===== src/mem_pkg.sv =====
`default_nettype none

package mem_pkg;

  localparam int ADDR_W = 32;
  localparam int DATA_W = 32;
  // byte lanes per word
  localparam int LANES = DATA_W / 8;

  typedef logic [ADDR_W-1:0] addr_t;
  typedef logic [DATA_W-1:0] data_t;

  // wmask bit 0 covers wdata[7:0]
  typedef struct packed {
    logic             write;
    addr_t            addr;
    data_t            wdata;
    logic [LANES-1:0] wmask;
  } bus_req_t;

  // err set when no bank decoded the address
  typedef struct packed {
    logic  err;
    data_t rdata;
  } bus_rsp_t;

endpackage

`default_nettype wire


===== src/membus_bridge.sv =====
`timescale 1ns/10ps
`default_nettype none

module membus_bridge
  import mem_pkg::*;
(
  input  logic     clk,
  input  logic     i_rst,

  input  logic     i_cmd_valid,
  output logic     o_cmd_ready,
  input  bus_req_t i_cmd,

  input  logic     i_rsp_almost_full,
  output logic     o_rsp_valid,
  output bus_rsp_t o_rsp,

  output logic     o_bus_req,
  output bus_req_t o_bus,

  input  logic     i_bus_ack0,
  input  data_t    i_bus_data0,
  input  logic     i_bus_ack1,
  input  data_t    i_bus_data1
);

  logic issue;
  logic pending;
  logic any_ack;

  // two free slots needed since the access in flight may claim one
  assign o_cmd_ready = !i_rsp_almost_full;
  assign issue       = i_cmd_valid && o_cmd_ready;

  assign o_bus_req = issue;
  assign o_bus     = i_cmd;

  always_ff @(posedge clk)
  begin
    if (i_rst)
    begin
      pending <= 1'b0;
    end
    else
    begin
      pending <= issue;
    end
  end

  // the bank outside its window returns zero, so OR merges cleanly
  assign any_ack     = i_bus_ack0 || i_bus_ack1;
  assign o_rsp_valid = pending;
  assign o_rsp.err   = !any_ack;
  assign o_rsp.rdata = i_bus_data0 | i_bus_data1;

  // bank windows must not overlap
  a_single_ack: assert property (@(posedge clk) disable iff (i_rst)
      !(i_bus_ack0 && i_bus_ack1))
    else $error("membus_bridge: both banks acknowledged");
  a_ack_needs_pending: assert property (@(posedge clk) disable iff (i_rst)
      any_ack |-> pending)
    else $error("membus_bridge: ack without pending request");

endmodule

`default_nettype wire


===== config.mk =====
export PLATFORM = sky130hd
export DESIGN_NAME = membus_bridge
export DESIGN_NICKNAME = d
export VERILOG_FILES = /design/src/mem_pkg.sv /design/src/membus_bridge.sv
export SDC_FILE = /design/constraint.sdc
export NUM_CORES = 1
export LEC_CHECK = 0
export BUFFER_PORTS_ARGS = -buffer_cell sky130_fd_sc_hd__buf_2
export CORE_AREA = 3 3 95 97
export CTS_CLUSTER_DIAMETER = 60
export DETAILED_ROUTE_END_ITERATION = 16
export DIE_AREA = 0 0 98 100
export PLACE_DENSITY = 0.46
export SYNTH_ARGS = -nofsm -noshare
export SYNTH_HDL_FRONTEND = slang
export SYNTH_SLANG_ARGS = --single-unit

===== constraint.sdc =====
create_clock -name clk -period 0.8 [get_ports clk]
set_clock_uncertainty 0.15 [all_clocks]
set_input_delay 0.04 -clock clk [delete_from_list [all_inputs] [get_ports clk]]
set_output_delay 0.04 -clock clk [all_outputs]
set_load 0.1 [all_outputs]

==> results.sh <==
export IMPL_status="complete, but fails checks"
export IMPL_violations="hold timing"
export IMPL_dieArea_mm2=0.009800
export IMPL_maxSlewViolCount=0
export IMPL_drcViolationCount=0
export IMPL_drive_gt1_frac=1.000
export IMPL_fp_coreArea_mm2=0.008217
export IMPL_gp_routability_congestion=0.6262
export IMPL_largest_register_ffs=1
export IMPL_min_from="i_cmd[16]"
export IMPL_hold_viol=69
export IMPL_drtAntennaViolNets=0
export IMPL_antenna_cells=0
export IMPL_final_common_cell="buf_2"
export IMPL_die_h_um=100
export IMPL_num_vias=754
export IMPL_syn_inst=106
export IMPL_avgSynthCellArea_um2=7.212
export IMPL_whs_path_depth=0
export IMPL_fin_cells=247
export IMPL_yosysTopAreaCell="buf_4"
export IMPL_comb_power_share=0.965
export IMPL_mostFrequentLayoutCells="buf_2 (69), buf_12 (36), or2_4 (32)"
export IMPL_critPathCapture="o_rsp[15]"
export IMPL_dp_cells=247
export IMPL_synth_area_leaders="buf_4 (68%), or2_1 (26%), dfxtp_1 (2.6%)"
export IMPL_crit_buf_inv=2
export IMPL_overflow=0
export IMPL_critPathKind="in -> out"
export IMPL_grt_pass1_vias=800
export IMPL_cp_startpoint="i_bus_data1[15]"
export IMPL_ir_worst_vdd_v=0.0002048
export IMPL_cellLeakagePower_nw=0.7568
export IMPL_start_util=0.09304
export IMPL_synth_net_count=245
export IMPL_wl_um=2874
export IMPL_hp_class="in -> out"
export IMPL_netlist_area_leader_share=0.6776
export IMPL_setup_viol=0
export IMPL_slew_limit_headroom=0.9164
export IMPL_row_count=33
export IMPL_finalHoldWorstSlack_ns=-0.06996
export IMPL_final_period_utilization=0.9396
export IMPL_startpoint_type="input pin"
export IMPL_numPortBuffers=105
export IMPL_wl_per_cell_um=11.64
export IMPL_slowest_delay_ns=0.25
export IMPL_p_switching_w=0.0008704
export IMPL_hpwl_um=2428
export IMPL_ys_seq_area_frac=0.02619
export IMPL_critPathRequiredTime_ns=0.61
export IMPL_p_per_area_mw_per_mm2=977.1
export IMPL_grtUsageTotal=0.04903
export IMPL_grt_max_degree=4
export IMPL_critPathArrivalTime_ns=0.56
export IMPL_power_frac_clock=0
export IMPL_synth_distinct_cells=7
export IMPL_synth_seq_cells=1
export IMPL_tns_ns=0
export IMPL_area_growth_pct=102.3
export IMPL_min_period_ns=0.7517
export IMPL_die_w_um=98
export IMPL_fmax_mhz=1330
export IMPL_drt_initial_drc_count=5
export IMPL_final_util=0.1882
export IMPL_p_sw_frac=0.5760
export IMPL_crit_path_top_delay_cell="or2_4"
export IMPL_seqPwrFrac=0.035
export IMPL_grt_antenna_before_repair=0
export IMPL_cp_depth=3
export IMPL_power_internal_w=0.0006407
export IMPL_pin_count=244
export IMPL_rsz0062_at_grt="false"
export IMPL_cp_cell_sequence="buf_2, or2_4, buf_12"
export IMPL_num_nets_final=283
export IMPL_drv_cap=0
export IMPL_cp_top_family="buffers and inverters"
export IMPL_end_kind="output pin"
export IMPL_grt_pass1_wl_um=3953
export IMPL_path_max_fanout=1
export IMPL_first_pass_iters=2
export IMPL_synth_warnings=0
export IMPL_tightest_slew_ns=0.1254
export IMPL_vias_per_cell=3.053
export IMPL_synth_area_um2=764.5
metrics by stage:
stage	instance area (µm²)	setup WS [ns]	power [W]	hold WS (ns)
6_report	1546	0.04833	0.001511	-0.06996
5_1_grt	1546	0.04020	0.001555	-0.06984
4_1_cts	1535	-0.01451	0.001506	-0.06932
3_5_place_dp	985.9	-0.1116	0.001129	-0.06932
3_3_place_gp	985.9	-0.1193	0.001125	-0.06932
2_1_floorplan	787.0	0.06024	0.002474	-0.05058
area by class of cell:
cell class	count	area (µm²)
sequential	1	23.77
tap	105	131.4
timing repair buffer	105	1066
multi-input combinational	35	317.8
fill	917	6670
inverter	1	7.507
worst min path at each step:
stage                             end
3_5_place_dp                o_bus[27]
5_1_grt                     o_bus[42]
6_report                    o_bus[16]
3_3_place_gp                o_bus[27]
4_1_cts                     o_bus[27]
2_1_floorplan  o_rsp_valid$_SDFF_PP0_
cells by family after synthesis:
| group | after synthesis | share of synthesized area |
|---|---|---|
| simple gates | 35 | 0.2913 |
| buf+inv | 70 | 0.6825 |
| flops | 1 | 0.02619 |
Yosys cell counts:
master,number
buf_4,69
dfxtp_1,1
inv_1,1
nor2_1,1
nor2b_1,1
nor3b_2,1
or2_1,32
repair_timing:
action,4_1_cts,5_1_grt
resized for setup,157,3
buffers inserted,0,0
hold endpoints to repair,69,69
setup endpoints to repair,32,1
power groups by stage:
stage	logic, W	registers, W	clock network, W
after floorplan	0.00241	0.0000664	0
final	0.00146	0.0000526	0
after global routing	0.00150	0.0000528	0
after global placement	0.00107	0.0000526	0
after detailed placement	0.00108	0.0000527	0
after CTS	0.00145	0.0000527	0
routing by layer:
metal / vias to the layer above / global-route usage / share of wire
met3: 52 / 0.02432 / 0.19
met5: - / 0 / 0
met2: 90 / 0.08743 / 0.50
met1: 291 / 0.03346 / 0.19
met4: 0 / 0.05857 / 0.12
li1: 321 / - / -
Note: power is estimated with default switching activity, not from simulation.
