File: src/stream_fifo.sv
`timescale 1ns/10ps
`default_nettype none

module stream_fifo #(
  parameter integer DEPTH     = 4,
  parameter type    payload_t = logic
) (
  input  logic     clk,
  input  logic     i_rst,

  input  logic     i_valid,
  output logic     o_ready,
  input  payload_t i_data,

  output logic     o_valid,
  input  logic     i_ready,
  output payload_t o_data,

  output logic     o_almost_full
);

  localparam integer PTR_W = (DEPTH > 1) ? $clog2(DEPTH) : 1;
  localparam integer CNT_W = $clog2(DEPTH + 1);

  payload_t         buf_mem [DEPTH];
  logic [PTR_W-1:0] wr_ptr;
  logic [PTR_W-1:0] rd_ptr;
  logic [CNT_W-1:0] count;
  logic             push;
  logic             pop;

  assign o_ready       = (count != CNT_W'(DEPTH));
  assign o_valid       = (count != '0);
  assign o_almost_full = (count >= CNT_W'(DEPTH - 1));
  assign o_data        = buf_mem[rd_ptr];

  assign push = i_valid && o_ready;
  assign pop  = o_valid && i_ready;

  always_ff @(posedge clk)
  begin
    if (push)
    begin
      buf_mem[wr_ptr] <= i_data;
    end
  end

  // pointers wrap at DEPTH, which need not be a power of two
  always_ff @(posedge clk)
  begin
    if (i_rst)
    begin
      wr_ptr <= '0;
      rd_ptr <= '0;
      count  <= '0;
    end
    else
    begin
      if (push)
      begin
        wr_ptr <= (wr_ptr == PTR_W'(DEPTH - 1)) ? '0 : wr_ptr + 1'b1;
      end
      if (pop)
      begin
        rd_ptr <= (rd_ptr == PTR_W'(DEPTH - 1)) ? '0 : rd_ptr + 1'b1;
      end
      count <= count + CNT_W'(push) - CNT_W'(pop);
    end
  end

  a_count_bound: assert property (@(posedge clk) disable iff (i_rst) count <= CNT_W'(DEPTH))
    else $error("stream_fifo: count above depth");

endmodule

`default_nettype wire

File: config.mk
export PLATFORM = sky130hd
export DESIGN_NAME = stream_fifo
export DESIGN_NICKNAME = d
export VERILOG_FILES = /design/src/stream_fifo.sv
export SDC_FILE = /design/constraint.sdc
export NUM_CORES = 1
export LEC_CHECK = 0
export BUFFER_PORTS_ARGS = -buffer_cell sky130_fd_sc_hd__buf_2
export CAP_MARGIN = 0
export CORE_AREA = 2 2 39 41
export CTS_CLUSTER_DIAMETER = 120
export CTS_CLUSTER_SIZE = 12
export DETAILED_ROUTE_END_ITERATION = 10
export DIE_AREA = 0 0 41 43
export PLACE_DENSITY = 0.76
export SYNTH_ARGS = -nofsm -noshare
export SYNTH_HDL_FRONTEND = slang
export SYNTH_SLANG_ARGS = --single-unit
File: constraint.sdc
create_clock -name clk -period 6.3 [get_ports clk]
set_input_delay 0 -clock clk [delete_from_list [all_inputs] [get_ports clk]]
set_output_delay 0 -clock clk [all_outputs]
set_load 0.005 [all_outputs]
==> results.yml <==
floorplanning:
  row_count: 14
  start_util: 0.461
  num_io_pins: 9
  coreArea_um2: 1380
  die_area_um2: 1760
  die_h_um: 43
  dieWidth_um: 41
setup_path:
  critPathSlowestCell: "or3b_1"
  worstPathMaxFanout: 8
  reg2regPathDepth: 9
  worstSetupPathType: "register to register"
  cp.required_ns: 6.48
  cp-start-kind: "register"
  worstPathArrival_ns: 2.36
  regToRegStartpoint: "count[1]$_SDFF_PP0_"
  cp_cell_sequence: "or3b_1 -> nand2_1 -> ha_1 -> inv_1 -> ha_1 -> inv_1 -> fa_1 -> xor2_1 -> nor2_1"
  crit_path_end_kind: "register"
  r2r_slack_ns: 4.12
  r2r-end: "count[2]$_SDFF_PP0_"
  critPathMaxStageDelay_ns: 0.49
flow_run:
  maxCapViolCount: 0
clock_tree:
  cts_tree: "built"
  clk_path_buf_depth: 2
  cts_sinks: 13
  clk_latency_ns: 0.28
  cts_resized: 0
  cts_buffers: 3
  cts_setup_buffers: 0
  clkTransAtPathRegs_ns: 0.08
  cts_max_level: 1
  ctsRootBufferMaster: "clkbuf_4"
  cts_hold_buf: 2
timing:
  finalSetupTns_ns: 0
  finalCritPeriodShare: 0.346
  rsz0062_at_grt: "false"
  hold_viol_final: 0
  min_period_ns: 2.18
  worst_slew_pin_slew_ns: 0.525
  slew_violations: 0
  fin_worst_hold_slack_ns: 0.0740
  setup_viol: 0
  fmax_mhz: 458
  relSlewSlack: 0.647
  skew_ns: 0.00392
power:
  power_density_nw_per_um2: 374
  ir_worst_vdd_uv: 183
  total_power_mw: 0.273
  p_leak_nw: 0.341
synth:
  synth_top_cell_by_area: "dfxtp_1"
  ys_seq_area_frac: 0.471
  synthTopCellsByCount: "9 x dfxtp_1, 8 x ha_1, 6 x inv_1, 4 x and3_2, 4 x edfxtp_1"
  netlist_instances: 56
  yosysMostFrequentCell: "dfxtp_1"
  ys_warn_count: 0
  syn-num-nets: 70
  synth_flop_cell: "dfxtp_1"
  synth_edf_count: 4
  synth_top_cell_area_share: 0.282
  synth_cell_types: 22
  synth-async-reset-ratio: 0
  avgSynthCellArea_um2: 11.4
  ys_ff_latch: 13
  synthTopCellsByArea: "dfxtp_1 28%, edfxtp_1 19%, ha_1 16%"
  synth_area_um2: 638
global_routing:
  grt_pass1_wl_um: 1640
  antenna_found_initial: 0
  grt_usage: 0.147
  grt_pass1_vias: 404
  grt_max_degree: 10
  overflow: 0
detailed_routing:
  vias_per_cell: 4.85
  ant_nets: 0
  drc: 0
  routedWlPerCell_um: 10.8
  routed_wirelength_um: 908
  first_iter_violations: 3
  dr.pass1.iters: 4
  vias: 407
min_path:
  hold_end: "wr_ptr[0]$_SDFFE_PP0P_"
  whs_path_depth: 3
  min_path_type: "primary input to register"
  holdCritStartpoint: "i_valid"
layout:
  drive_gt1_frac: 0.250
  fillers: 135
  diodes: 0
  nNetsFinal: 83
  final_util: 0.527
  layoutNonFillerInstCount: 84
  syn2layout_area_growth_pct: 14.3
placed_design:
  gp_congestion: 0.701
  place_inst: 78
  hpwlAfterDp_um: 692
  numPortBuffers: 8
status:
  status: "finished, final reports clean"
## worst max-delay path: cells and delay by family, from the launching register on
kind,cells,cell delay (ns)
simple gates,3,0.70
flops,1,0.38
buf+inv,2,0.11
fa+ha+maj,3,0.74
xor+xnor,1,0.16
## worst max-delay path by stage
stage / start / to / slack (ns) / depth (start not counted)
final: count[1]$_SDFF_PP0_ / count[2]$_SDFF_PP0_ / 4.12 / 9
after global routing: count[1]$_SDFF_PP0_ / count[2]$_SDFF_PP0_ / 3.94 / 9
after CTS: count[1]$_SDFF_PP0_ / count[2]$_SDFF_PP0_ / 4.10 / 9
after detailed placement: count[1]$_SDFF_PP0_ / count[2]$_SDFF_PP0_ / 4.13 / 9
after global placement: count[1]$_SDFF_PP0_ / count[2]$_SDFF_PP0_ / 4.15 / 9
after floorplan: count[1]$_SDFF_PP0_ / count[2]$_SDFF_PP0_ / 4.27 / 10
## report_power, final
group / switching, mW / internal (mW) / leakage, nW
Clock: 0.0269 / 0.0246 / 0.0150
Combinational: 0.0469 / 0.0519 / 0.215
Sequential: 0.0161 / 0.106 / 0.111
Total: 0.0899 / 0.183 / 0.341
## layout by cell type, fill, tap and decap left out
cell / count
clkbuf_4: 3
nand2b_1: 1
mux4_2: 1
or3b_1: 1
nor2_1: 3
edfxtp_1: 4
xor2_1: 1
inv_1: 6
a21oi_1: 1
or3_2: 1
nor2b_1: 1
buf_2: 8
o21ai_0: 3
clkbuf_1: 1
ha_1: 8
and3_2: 4
fa_1: 1
o31ai_1: 1
dlygate4sd3_1: 2
dfxtp_1: 9
a211o_1: 2
mux2i_1: 1
nand2_1: 3
or3_1: 2
## cell families after synthesis
kind of cell	after synthesis	share of synthesized area
simple gates	16	0.147
compound gates	7	0.0706
xor+xnor	1	0.0137
fa+ha+maj	9	0.188
mux	2	0.0510
flops	13	0.471
buf+inv	8	0.0588
## per-layer routing
layer  share of wire  global-route usage  wire [um]  vias up
li1                -                   -          -      216
met1            0.49               0.193        441      180
met2            0.45               0.197        409        7
met3           0.028              0.0314         25        4
met4           0.035               0.120         32        0
met5               0                   0          0        -
## per-stage QoR
step,cell area (um2),setup slack (ns)
2_1_floorplan,638,4.27
5_1_grt,729,3.94
4_1_cts,729,4.10
3_3_place_gp,683,4.15
3_5_place_dp,683,4.13
6_report,729,4.12
## area by class of cell
| class | instances | area [um2] | share of cell area |
|---|---|---|---|
| Multi-Input combinational cell | 35 | 300 | 0.412 |
| Sequential cell | 13 | 300 | 0.412 |
| Tap cell | 16 | 20.0 | 0.0274 |
| Inverter | 6 | 22.5 | 0.0309 |
| Clock buffer | 4 | 26.3 | 0.0360 |
| Timing Repair Buffer | 10 | 60.1 | 0.0823 |
Power figures use the tool's default switching activity.
