==> config.mk <==
export PLATFORM = sky130hd
export DESIGN_NAME = mem
export DESIGN_NICKNAME = d
export VERILOG_FILES = /design/src/mem_pkg.sv /design/src/mem.sv
export SDC_FILE = /design/constraint.sdc
export NUM_CORES = 2
export LEC_CHECK = 0
export BUFFER_PORTS_ARGS = -buffer_cell sky130_fd_sc_hd__buf_2
export CAP_MARGIN = 20
export CORE_ASPECT_RATIO = 1.2
export CORE_UTILIZATION = 36
export DETAILED_ROUTE_END_ITERATION = 10
export PLACE_DENSITY = 0.59
export SETUP_SLACK_MARGIN = 0.15
export SYNTH_ARGS = -nofsm -noshare
export SYNTH_HDL_FRONTEND = slang
export SYNTH_SLANG_ARGS = --single-unit
==> constraint.sdc <==
create_clock -name clk -period 4 [get_ports clk]
set_clock_uncertainty 0.1 [all_clocks]
set_input_delay 0.8 -clock clk [delete_from_list [all_inputs] [get_ports clk]]
set_output_delay 0.8 -clock clk [all_outputs]
set_load 0.02 [all_outputs]
==> src/mem_pkg.sv <==
`default_nettype none

package mem_pkg;

  localparam int ADDR_W = 32;
  localparam int DATA_W = 32;
  // byte lanes per word
  localparam int LANES = DATA_W / 8;

  typedef logic [ADDR_W-1:0] addr_t;
  typedef logic [DATA_W-1:0] data_t;

  // wmask bit 0 covers wdata[7:0]
  typedef struct packed {
    logic             write;
    addr_t            addr;
    data_t            wdata;
    logic [LANES-1:0] wmask;
  } bus_req_t;

  // err set when no bank decoded the address
  typedef struct packed {
    logic  err;
    data_t rdata;
  } bus_rsp_t;

endpackage

`default_nettype wire

==> src/mem.sv <==
`timescale 1ns/10ps
`default_nettype none

module mem
  import mem_pkg::*;
#(
  parameter integer SIZE      = 8,
  parameter addr_t  ADDR_BASE = 32'h0000_0000
) (
  input  logic     clk,

  input  logic     i_fetch_req,
  input  addr_t    i_fetch_addr,
  output logic     o_fetch_ack,
  output data_t    o_fetch_data,

  input  logic     i_bus_req,
  input  bus_req_t i_bus,
  output logic     o_bus_ack,
  output data_t    o_bus_data
);

  localparam integer IDX_W    = SIZE - 2;
  localparam integer WORDS    = 2 ** IDX_W;
  localparam addr_t  WIN_LAST = ADDR_BASE + addr_t'(2 ** SIZE - 1);

  logic             fetch_hit;
  logic             bus_hit;
  addr_t            fetch_off;
  addr_t            bus_off;
  logic [IDX_W-1:0] fetch_idx;
  logic [IDX_W-1:0] bus_idx;

  // window decode for both ports
  assign fetch_hit = i_fetch_req && (i_fetch_addr >= ADDR_BASE) && (i_fetch_addr <= WIN_LAST);
  assign bus_hit   = i_bus_req && (i_bus.addr >= ADDR_BASE) && (i_bus.addr <= WIN_LAST);

  assign fetch_off = i_fetch_addr - ADDR_BASE;
  assign bus_off   = i_bus.addr - ADDR_BASE;
  assign fetch_idx = fetch_off[SIZE-1:2];
  assign bus_idx   = bus_off[SIZE-1:2];

  always_ff @(posedge clk)
  begin
    o_fetch_ack <= fetch_hit;
    o_bus_ack   <= bus_hit;
  end

  for (genvar g = 0; g < LANES; g++)
  begin : g_lane
    logic [7:0] lane_mem [WORDS];
    logic [7:0] fetch_byte;
    logic [7:0] bus_byte;

    // read returns the byte as it was before a write in the same cycle
    always_ff @(posedge clk)
    begin
      if (bus_hit && i_bus.write && i_bus.wmask[g])
      begin
        lane_mem[bus_idx] <= i_bus.wdata[8*g +: 8];
      end
      bus_byte   <= bus_hit ? lane_mem[bus_idx] : 8'h00;
      fetch_byte <= fetch_hit ? lane_mem[fetch_idx] : 8'h00;
    end

    assign o_fetch_data[8*g +: 8] = fetch_byte;
    assign o_bus_data[8*g +: 8]   = bus_byte;
  end

  // acks only ever answer a request from the previous cycle
  a_bus_ack_follows_req: assert property (@(posedge clk) o_bus_ack |-> $past(i_bus_req))
    else $error("mem: bus ack without request");
  a_fetch_ack_follows_req: assert property (@(posedge clk) o_fetch_ack |-> $past(i_fetch_req))
    else $error("mem: fetch ack without request");

endmodule

`default_nettype wire

==> run summary <==
clk sink count = 2114
largest net degree at the start of global routing = 65
Post-synth ARST share = 0%
Post-Synthesis Cells = 5712
Req. time, crit path = 4.53 ns
status = complete, but fails checks
Hold Fails Final Rpt = 0
port buffer count = 165
Reg2Reg Setup Slack = 1.19 ns
GR Util All Layers = 29.3%
clock power share = 42.3%
syn_nets = 5816
Num CTS Buffers = 219
CP endpoint kind = flip-flop
met2 Use GR = 44.5%
post-synthesis sequential area ratio = 64.3%
synth warn = 0
sw frac = 23.9%
final cell count without fillers = 10200
area delta synth->final = 18.7%
worst r2r src = g_lane[3].lane_mem[27][2]$_DFFE_PP_
DRC = 6
fin util = 43.0%
Mapped Avg Cell Area = 17.1 µm²
M1 GR Usage = 34.8%
Rows = 209
grt peak-use layer = met2
Clock transition at path regs = 0.07 ns
drt pass-1 iters = 11
die area = 0.273 mm²
vias in the first global route = 65000
initial antenna violation count = 33
Lkg Pwr = 38.0 nW
die height = 573 µm
RSZ-0062 raised after global routing = no
Initial Utilization = 36.2%
Hold WC Path Type = in -> reg
most common cell after layout, fill and taps aside = edfxtp_1
H-tree depth = 4
Worst setup SP type = input pin
Bufs on Longest Clock Path = 4
CTS tree = built
fin nets = 6551
Peak VDD IR = 0.356 mV
first-pass GRT wire length = 551000 µm
GR Overflow Total = 0
Setup Buffers After CTS = 0
worst rel slew slack = 19.8%
Post-Place Worst Slack = -0.0109 ns
DR vias/cell = 6.51
Hold Startpoint = i_bus[5]
Main synth FF type = edfxtp_1
Max Cap Viol = 0
CP Launch Point = i_bus[38]
Final min period = 3.30 ns
WL final = 409000 µm
Pwr per Cell Area = 431 mW/mm²
P_int = 38.0 mW
Max Slew Vio Count = 0
clock root buffer = clkbuf_16
Worst-Skew Late Latency = 0.95 ns
I/O pin total = 170
fin crit share = 82.6%
DR vias = 66500
Cells after DPL = 9803
routed length per instance = 40.0 µm
die width = 478 µm
combinational share of power = 9.2%
core area = 0.270 mm²
Mapped Area = 0.0977 mm²
setup_tns = 0 ns
worst reg2reg path endpoint = g_lane[3].bus_byte[2]$_SDFF_PN0_
post-cts hold buffer count = 0
P_sw = 12.0 mW
Synth Register Bits = 2114
Post-DP HPWL = 282000 µm
crit path DAT = 3.83 ns
Crit Path Class = in -> reg
sequential share of power = 48.5%
EDFF count, synth = 2048
Final setup viols = 0
Final ANT Viol Nets = 0
failing checks = DRC
Max Clk Rate = 0.303 GHz
Hold Path Depth = 1
hold endpoint = g_lane[0].lane_mem[39][1]$_DFFE_PP_
post-cts sizing count = 0
Least-Margin Pin Slew = 1.20 ns
most frequent cells in the layout = edfxtp_1, buf_4, mux4_2
post-route setup slack = 0.697 ns
initial DRC count = 10300
synth unique cells = 70
met3 GRT Util = 8.58%
Placer Congestion = 0.978
layout cells sized above 1 = 34.2%
Crit Path Max Fanout = 36
FF-to-FF path depth = 7
[state kept, by name (all words and copies together) (netlist names)]
signal and flops:
g_lane.fetch_byte 32, o_fetch_ack 1, g_lane.lane_mem 2048, o_bus_ack 1, g_lane.bus_byte 32
[per-stage QoR]
| stage | area, µm² | power [mW] | hold slack, ns |
|---|---|---|---|
| after CTS | 116000 | 49.9 | 0.298 |
| after floorplan | 97700 | 26.9 | 0.532 |
| after detailed placement | 108000 | 29.2 | 0.715 |
| final | 116000 | 50.0 | 0.109 |
| after global placement | 108000 | 29.1 | 0.710 |
| after global routing | 116000 | 50.9 | 0.0996 |
[Yosys cell counts (47+ instances only)]
| cell | count | area share, % |
|---|---|---|
| dfxtp_1 | 66 | 1.4 |
| o22ai_1 | 111 | 0.71 |
| edfxtp_1 | 2048 | 63 |
| o21ai_0 | 123 | 0.63 |
| a21oi_1 | 156 | 0.80 |
| mux2_2 | 172 | 2.0 |
| a22o_1 | 47 | 0.42 |
| nand2_1 | 260 | 1.0 |
| mux2i_1 | 343 | 3.5 |
| a221oi_1 | 228 | 2.0 |
| clkbuf_1 | 177 | 0.68 |
| a22oi_1 | 171 | 1.3 |
| buf_4 | 68 | 0.52 |
| nor2_1 | 363 | 1.4 |
| buf_2 | 194 | 0.99 |
| mux4_2 | 696 | 16 |
[cell type report]
| class | count | area [µm²] |
|---|---|---|
| multi-input combinational | 3097 | 32500 |
| timing repair buffer | 1008 | 8770 |
| tap | 3587 | 4490 |
| clock inverter | 137 | 1530 |
| clock buffer | 257 | 5730 |
| antenna | 17 | 42.5 |
| sequential | 2114 | 62800 |
| fill | 23900 | 154000 |
| inverter | 7 | 38.8 |
[power by group through the flow]
| stage | Clock, mW | Combinational (mW) | Sequential (mW) |
|---|---|---|---|
| 4_1_cts | 21.2 | 4.45 | 24.3 |
| 3_3_place_gp | 0 | 4.40 | 24.7 |
| 5_1_grt | 22.0 | 4.65 | 24.2 |
| 3_5_place_dp | 0 | 4.44 | 24.7 |
| 2_1_floorplan | 0 | 2.17 | 24.7 |
| 6_report | 21.1 | 4.62 | 24.3 |
[worst max path at each step]
| stage | endpoint | slack, ns | cells after the start |
|---|---|---|---|
| floorplan | g_lane[0].lane_mem[11][0]$_DFFE_PP_ | 0.87 | 8 |
| global placement | g_lane[0].bus_byte[5]$_SDFF_PN0_ | 0.05 | 10 |
| detailed placement | g_lane[0].bus_byte[5]$_SDFF_PN0_ | -0.01 | 10 |
| CTS | g_lane[0].bus_byte[5]$_SDFF_PN0_ | 0.94 | 10 |
| global route | g_lane[0].lane_mem[37][6]$_DFFE_PP_ | 0.81 | 5 |
| finish | g_lane[0].lane_mem[37][0]$_DFFE_PP_ | 0.70 | 5 |
[cells by family after synthesis]
logic type	share of synthesized area (%)
AO/OA/AOI/OAI	8.14
buffers and inverters	2.59
flip-flops	64.3
multiplexers	21.5
AND/OR/NAND/NOR	3.41
[worst max-delay path: stages]
cell     delay (ns)
buf_8          0.37
and3b_2        0.94
nand2_1        0.93
nor2_1         0.45
buf_12         0.18
[layer usage]
metal	up-vias	part of all wire, %
met4	32	9.7
li1	25500	-
met5	-	0.060
met1	34100	34
met2	5434	44
met3	1411	13
Note: power is estimated with default switching activity, not from simulation.
